==> src/verilog/mips_pkg.sv <==
package mips_pkg;

	//////////////////////////////////////////////////
	// Widths and sizes
	//////////////////////////////////////////////////

	// Register number width
	localparam int reg_addr_w = 5;
	// Data and address width
	localparam int data_w = 32;
	// Data RAM depth in words
	localparam int dmem_words = 64;

	// First fetch address after reset
	localparam logic [data_w-1:0] reset_pc = 32'h0000_0000;
	// Link register of jal
	localparam logic [reg_addr_w-1:0] link_reg = 5'd31;

	// Stage of first operand use, counted in stages after D
	localparam logic [1:0] use_d = 2'd0;
	localparam logic [1:0] use_e = 2'd1;
	localparam logic [1:0] use_m = 2'd2;
	// Operand not read at all
	localparam logic [1:0] use_none = 2'd3;

	//////////////////////////////////////////////////
	// Encodings
	//////////////////////////////////////////////////

	// Where a stage's result comes from
	typedef enum logic [1:0] {
		res_none = 2'b00,
		res_alu  = 2'b01,
		res_dm   = 2'b10,
		res_pc   = 2'b11
	} res_src_t;

	// Operand forwarding selects
	typedef enum logic [2:0] {
		fwd_rf    = 3'd0,
		fwd_w     = 3'd1,
		fwd_m_pc  = 3'd2,
		fwd_m_alu = 3'd3,
		fwd_e_pc  = 3'd4
	} fwd_sel_t;

	// Primary opcode field
	typedef enum logic [5:0] {
		op_special = 6'h00,
		op_jal     = 6'h03,
		op_beq     = 6'h04,
		op_ori     = 6'h0d,
		op_lui     = 6'h0f,
		op_lw      = 6'h23,
		op_sw      = 6'h2b
	} op_t;

	// Function field of special opcode
	typedef enum logic [5:0] {
		fn_addu = 6'h21,
		fn_subu = 6'h23
	} funct_t;

	// ALU operations
	typedef enum logic [1:0] {
		alu_add = 2'd0,
		alu_sub = 2'd1,
		alu_or  = 2'd2,
		alu_lui = 2'd3
	} alu_op_t;

endpackage

==> src/verilog/data_mem.sv <==
`timescale 1ns/1ps

module data_mem (
	input  logic                        clk,
	input  logic                        rst,
	input  logic                        we,
	input  logic [mips_pkg::data_w-1:0] addr,
	input  logic [mips_pkg::data_w-1:0] wdata,
	output logic [mips_pkg::data_w-1:0] rdata
);

	logic [mips_pkg::data_w-1:0]               mem [mips_pkg::dmem_words];
	logic [$clog2(mips_pkg::dmem_words)-1:0] idx;

	// Word index, byte offset dropped
	assign idx = addr[$clog2(mips_pkg::dmem_words)+1:2];

	always_ff @(posedge clk) begin
		if (rst) begin
			for (int i = 0; i < mips_pkg::dmem_words; i++)
				mem[i] <= '0;
		end else if (we) begin
			mem[idx] <= wdata;
		end
	end

	// Read in the same cycle for the M stage
	assign rdata = mem[idx];

endmodule

==> config.mk <==
export PLATFORM = sky130hd
export DESIGN_NAME = data_mem
export DESIGN_NICKNAME = d
export VERILOG_FILES = /design/src/verilog/mips_pkg.sv /design/src/verilog/data_mem.sv
export SDC_FILE = /design/constraint.sdc
export NUM_CORES = 2
export LEC_CHECK = 0
export ABC_AREA = 1
export BUFFER_PORTS_ARGS = -buffer_cell sky130_fd_sc_hd__buf_2
export CAP_MARGIN = 20
export CORE_MARGIN = 1.5
export CORE_UTILIZATION = 25
export CTS_BUF_LIST = sky130_fd_sc_hd__clkbuf_4 sky130_fd_sc_hd__clkbuf_8
export DETAILED_ROUTE_END_ITERATION = 8
export PLACE_DENSITY = 0.43
export SETUP_SLACK_MARGIN = 0.2
export SLEW_MARGIN = 20
export SYNTH_ARGS = -nofsm -noshare
export SYNTH_HDL_FRONTEND = slang
export SYNTH_SLANG_ARGS = --single-unit
==> constraint.sdc <==
create_clock -name clk -period 3 [get_ports clk]
set_input_delay 0.15 -clock clk [delete_from_list [all_inputs] [get_ports clk]]
set_output_delay 0.15 -clock clk [all_outputs]
set_load 0.005 [all_outputs]
==> flow_results.xml <==
<?xml version="1.0" encoding="UTF-8"?>
<metrics>
  <group name="status">
    <metric name="outcome" unit="">finished, final reports clean</metric>
  </group>
  <group name="place">
    <metric name="routabilityCongestion" unit="">0.8311</metric>
    <metric name="buffer_ports.inserted" unit="">72</metric>
    <metric name="post-place-cells" unit="">15671</metric>
    <metric name="dpl-instance-area" unit="sq mm">0.1038</metric>
    <metric name="hpwlAfterDp" unit="mm">220.7</metric>
  </group>
  <group name="logic_synthesis">
    <metric name="yosysTopAreaCell" unit="">edfxtp_1</metric>
    <metric name="dominantRegCellSynth" unit="">edfxtp_1</metric>
    <metric name="synthesis.yosys.warnings" unit="">0</metric>
    <metric name="yosysMostFrequentCell" unit="">nand2_1</metric>
    <metric name="biggest_area_contributors_in_the_synthesized_netlist" unit="">edfxtp_1 (65%), nand2_1 (23%), nor2_1 (8.4%), clkbuf_1 (2.6%), buf_2 (0.53%)</metric>
    <metric name="synth.ff_latch_count" unit="">2048</metric>
    <metric name="synth_compound_gate_area_share" unit="">0.0007623</metric>
    <metric name="number_of_enable_flip_flop_cells_after_synthesis" unit="">2048</metric>
    <metric name="yosysSeqAreaShare" unit="">0.6460</metric>
    <metric name="synth_mux_area_frac" unit="">0</metric>
    <metric name="postSynthCellCount" unit="">10950</metric>
    <metric name="post-synth-top-area-fraction" unit="">0.6460</metric>
    <metric name="post_synth_most_frequent_cells" unit="">nand2_1 (5851), nor2_1 (2126), edfxtp_1 (2048)</metric>
    <metric name="synthSimpleGateAreaFrac" unit="">0.3174</metric>
    <metric name="synth-adder-area-share" unit="">0</metric>
    <metric name="mappedNetlistArea" unit="sq mm">0.09520</metric>
    <metric name="async_reset_ff_frac" unit="">0</metric>
    <metric name="synth.avg_cell_area" unit="sq um">8.694</metric>
    <metric name="synth_cell_types" unit="">18</metric>
    <metric name="synth_top_family_by_area" unit="">simple AND/OR/NAND/NOR gates</metric>
    <metric name="synth_xor_xnor_area_share" unit="">0</metric>
    <metric name="syn_nets" unit="">11017</metric>
  </group>
  <group name="sta">
    <metric name="finalSetupViolations" unit="">0</metric>
    <metric name="fin_crit_sh" unit="">0.9498</metric>
    <metric name="rsz0062_at_grt" unit="">true</metric>
    <metric name="max-slew-margin-rel" unit="">0.3874</metric>
    <metric name="timing.final.crit_period" unit="ps">2849</metric>
    <metric name="finalHoldViolCount" unit="">0</metric>
    <metric name="worstMarginPinSlew" unit="ps">918.9</metric>
    <metric name="clock.fmax" unit="GHz">0.3510</metric>
    <metric name="timing_max_transition_violations_final" unit="">0</metric>
  </group>
  <group name="power">
    <metric name="standby_leakage_power" unit="uW">0.04896</metric>
    <metric name="power.ir.vdd_worst" unit="mV">0.4222</metric>
    <metric name="finalPower" unit="uW">66820</metric>
    <metric name="power_density" unit="mW/mm^2">590.6</metric>
  </group>
  <group name="run">
    <metric name="max-cap-violations" unit="">0</metric>
  </group>
  <group name="routing">
    <metric name="drc_errors" unit="">0</metric>
    <metric name="detail_route.vias_per_cell" unit="">4.468</metric>
    <metric name="drt-initial-drc-count" unit="">5725</metric>
    <metric name="wire_per_inst" unit="um">22.15</metric>
    <metric name="detailroute.via_count" unit="">73215</metric>
    <metric name="route.final.wire_length" unit="mm">362.9</metric>
    <metric name="first_pass_iters" unit="">5</metric>
    <metric name="antenna_left" unit="">0</metric>
  </group>
  <group name="cells_and_area">
    <metric name="final_net_count" unit="">11148</metric>
    <metric name="finish.instance_area" unit="sq mm">0.1131</metric>
    <metric name="layout_top_registers" unit="">mem (2048)</metric>
    <metric name="max_flop_register" unit="">mem</metric>
    <metric name="drive_gt1_frac" unit="">0.1358</metric>
    <metric name="post_layout_nonfiller_instances" unit="">16387</metric>
    <metric name="signed_area_change_from_the_synthesized_netlist_to_the_final_layout" unit="%">18.83</metric>
    <metric name="largest_register_ff_count" unit="">2048</metric>
  </group>
  <group name="min_path">
    <metric name="worstHoldPathType" unit="">in2reg</metric>
    <metric name="min-delay-start" unit="">wdata[26]</metric>
    <metric name="holdPathStages" unit="">4</metric>
    <metric name="hold_end" unit="">mem[56][26]</metric>
  </group>
  <group name="setup_path">
    <metric name="setup.worst_path.start_class" unit="">input port</metric>
    <metric name="crit_type" unit="">in2out</metric>
    <metric name="crit_path_start" unit="">addr[6]</metric>
    <metric name="worst-endpoint-arrival" unit="ps">2700</metric>
    <metric name="worst_setup_path_end_kind" unit="">output pin</metric>
    <metric name="critPathMaxStageDelay" unit="ps">620</metric>
    <metric name="critPathRequiredTime" unit="ps">2850</metric>
    <metric name="worst-path-max-fanout" unit="">35</metric>
    <metric name="path_cells" unit="">dlygate4sd3_1, buf_2, inv_1, nor3_2, buf_4, nand2_1, nand2_2, nor2_1, nand2_2, buf_6</metric>
    <metric name="cp_slowest_cell" unit="">dlygate4sd3_1</metric>
    <metric name="timing.critical_path.mode_cell" unit="">nand2_2</metric>
  </group>
  <group name="global_routing">
    <metric name="grtUsageTotal" unit="">0.1844</metric>
    <metric name="largest_net_degree_at_the_start_of_global_routing" unit="">92</metric>
    <metric name="initial_antenna_violation_count" unit="">16</metric>
    <metric name="grt_overflow" unit="">0</metric>
    <metric name="first_global_vias" unit="">70528</metric>
    <metric name="wire_length_of_the_first_global_routing_pass" unit="mm">517.9</metric>
  </group>
  <group name="floorplan">
    <metric name="pin_count" unit="">99</metric>
    <metric name="floorplan.die.width" unit="um">620.1</metric>
    <metric name="floorplan.initialDensity" unit="">0.2512</metric>
    <metric name="fp.dieArea" unit="sq mm">0.3845</metric>
    <metric name="floorplan.die.height" unit="um">620.1</metric>
    <metric name="placeableCoreArea" unit="sq mm">0.3789</metric>
    <metric name="rows" unit="">226</metric>
  </group>
  <group name="clock_network">
    <metric name="clkSinkCount" unit="">2048</metric>
    <metric name="total_cts_buffers" unit="">381</metric>
    <metric name="ctsLongestPathBuffers" unit="">4</metric>
    <metric name="clock-root-buffer" unit="">clkbuf_8</metric>
    <metric name="htree_num_levels" unit="">5</metric>
    <metric name="clk_pin_slew_worst_paths" unit="ps">60</metric>
    <metric name="tritoncts" unit="">done</metric>
  </group>
</metrics>
-- layer usage --
metal  routed length, um  track usage  up-vias
met5                   0            0        -
met4               11660      0.05693        0
met3               17480      0.02274      512
met2              171800       0.3078     1808
met1              162000       0.2485    36170
li1                    -            -    34725
-- layout make-up --
| cell class | instances | area (sq um) |
|---|---|---|
| Clock buffer | 535 | 6419 |
| Timing Repair Buffer | 569 | 5887 |
| Tap cell | 5016 | 6276 |
| Antenna cell | 4 | 10.01 |
| Clock inverter | 134 | 734.5 |
| Multi-Input combinational cell | 8026 | 31990 |
| Fill cell | 40150 | 265800 |
| Sequential cell | 2048 | 61500 |
| Inverter | 55 | 315.3 |
-- kinds of logic after synthesis --
kind of cell | after synthesis
compound gates | 12
buf+inv | 876
flops | 2048
simple gates | 8014
-- where the power goes --
| part | internal (uW) | switching, uW |
|---|---|---|
| Sequential | 32900 | 361 |
| Combinational | 1860 | 5150 |
| Clock | 14000 | 12600 |
-- cell usage in the layout (no fill, tap or decap), types with 4 or more instances in the layout --
| master | count |
|---|---|
| inv_4 | 33 |
| nor2_2 | 15 |
| clkbuf_4 | 152 |
| nor4_4 | 4 |
| buf_12 | 120 |
| nor2_1 | 2073 |
| clkinvlp_4 | 8 |
| inv_8 | 6 |
| nor2_4 | 38 |
| diode_2 | 4 |
| buf_8 | 4 |
| edfxtp_1 | 2048 |
| nand2_4 | 86 |
| buf_2 | 58 |
| buf_6 | 21 |
| nand3_1 | 9 |
| or2_2 | 5 |
| clkbuf_8 | 384 |
| nand2_1 | 5532 |
| dlygate4sd3_1 | 38 |
| clkinv_1 | 92 |
| nand2_2 | 230 |
| nor3_2 | 6 |
| inv_1 | 17 |
| buf_4 | 324 |
| inv_6 | 9 |
| clkinv_2 | 17 |
| o211ai_1 | 5 |
| nor3_4 | 4 |
-- worst max-delay path, delay by kind of cell --
kind	cells	cell delay, ps
simple gates	5	840
buf+inv	5	1680
-- per-stage QoR --
stage	utilization	hold slack, ps	setup WS, ps	setup TNS [ps]
after floorplan	-	396.0	470.1	0
after global placement	0.2739	574.5	-58.81	-58.81
after detailed placement	0.2739	582.0	-27.51	-27.51
after CTS	0.2968	15.08	57.42	0
after global routing	0.2985	75.14	67.18	0
final	0.2986	92.97	150.6	0
-- worst max path at each step --
| stage | depth (start not counted) | endpoint | slack [ps] |
|---|---|---|---|
| 3_3_place_gp | 15 | rdata[12] | -60 |
| 5_1_grt | 12 | rdata[28] | 70 |
| 2_1_floorplan | 7 | mem[22][0] | 470 |
| 3_5_place_dp | 15 | rdata[12] | -30 |
| 4_1_cts | 12 | rdata[28] | 60 |
| 6_report | 10 | rdata[28] | 150 |
-- what timing repair did --
action / in CTS / in global routing
gates resized for setup: 360 / 184
cloned: 0 / 2
setup endpoints to repair: 32 / 32
hold buffers: 38 / 0
hold endpoints to repair: 2133 / 0
pin swaps: 59 / 83
buffers inserted: 0 / 3
(Power assumes the default switching activity.)
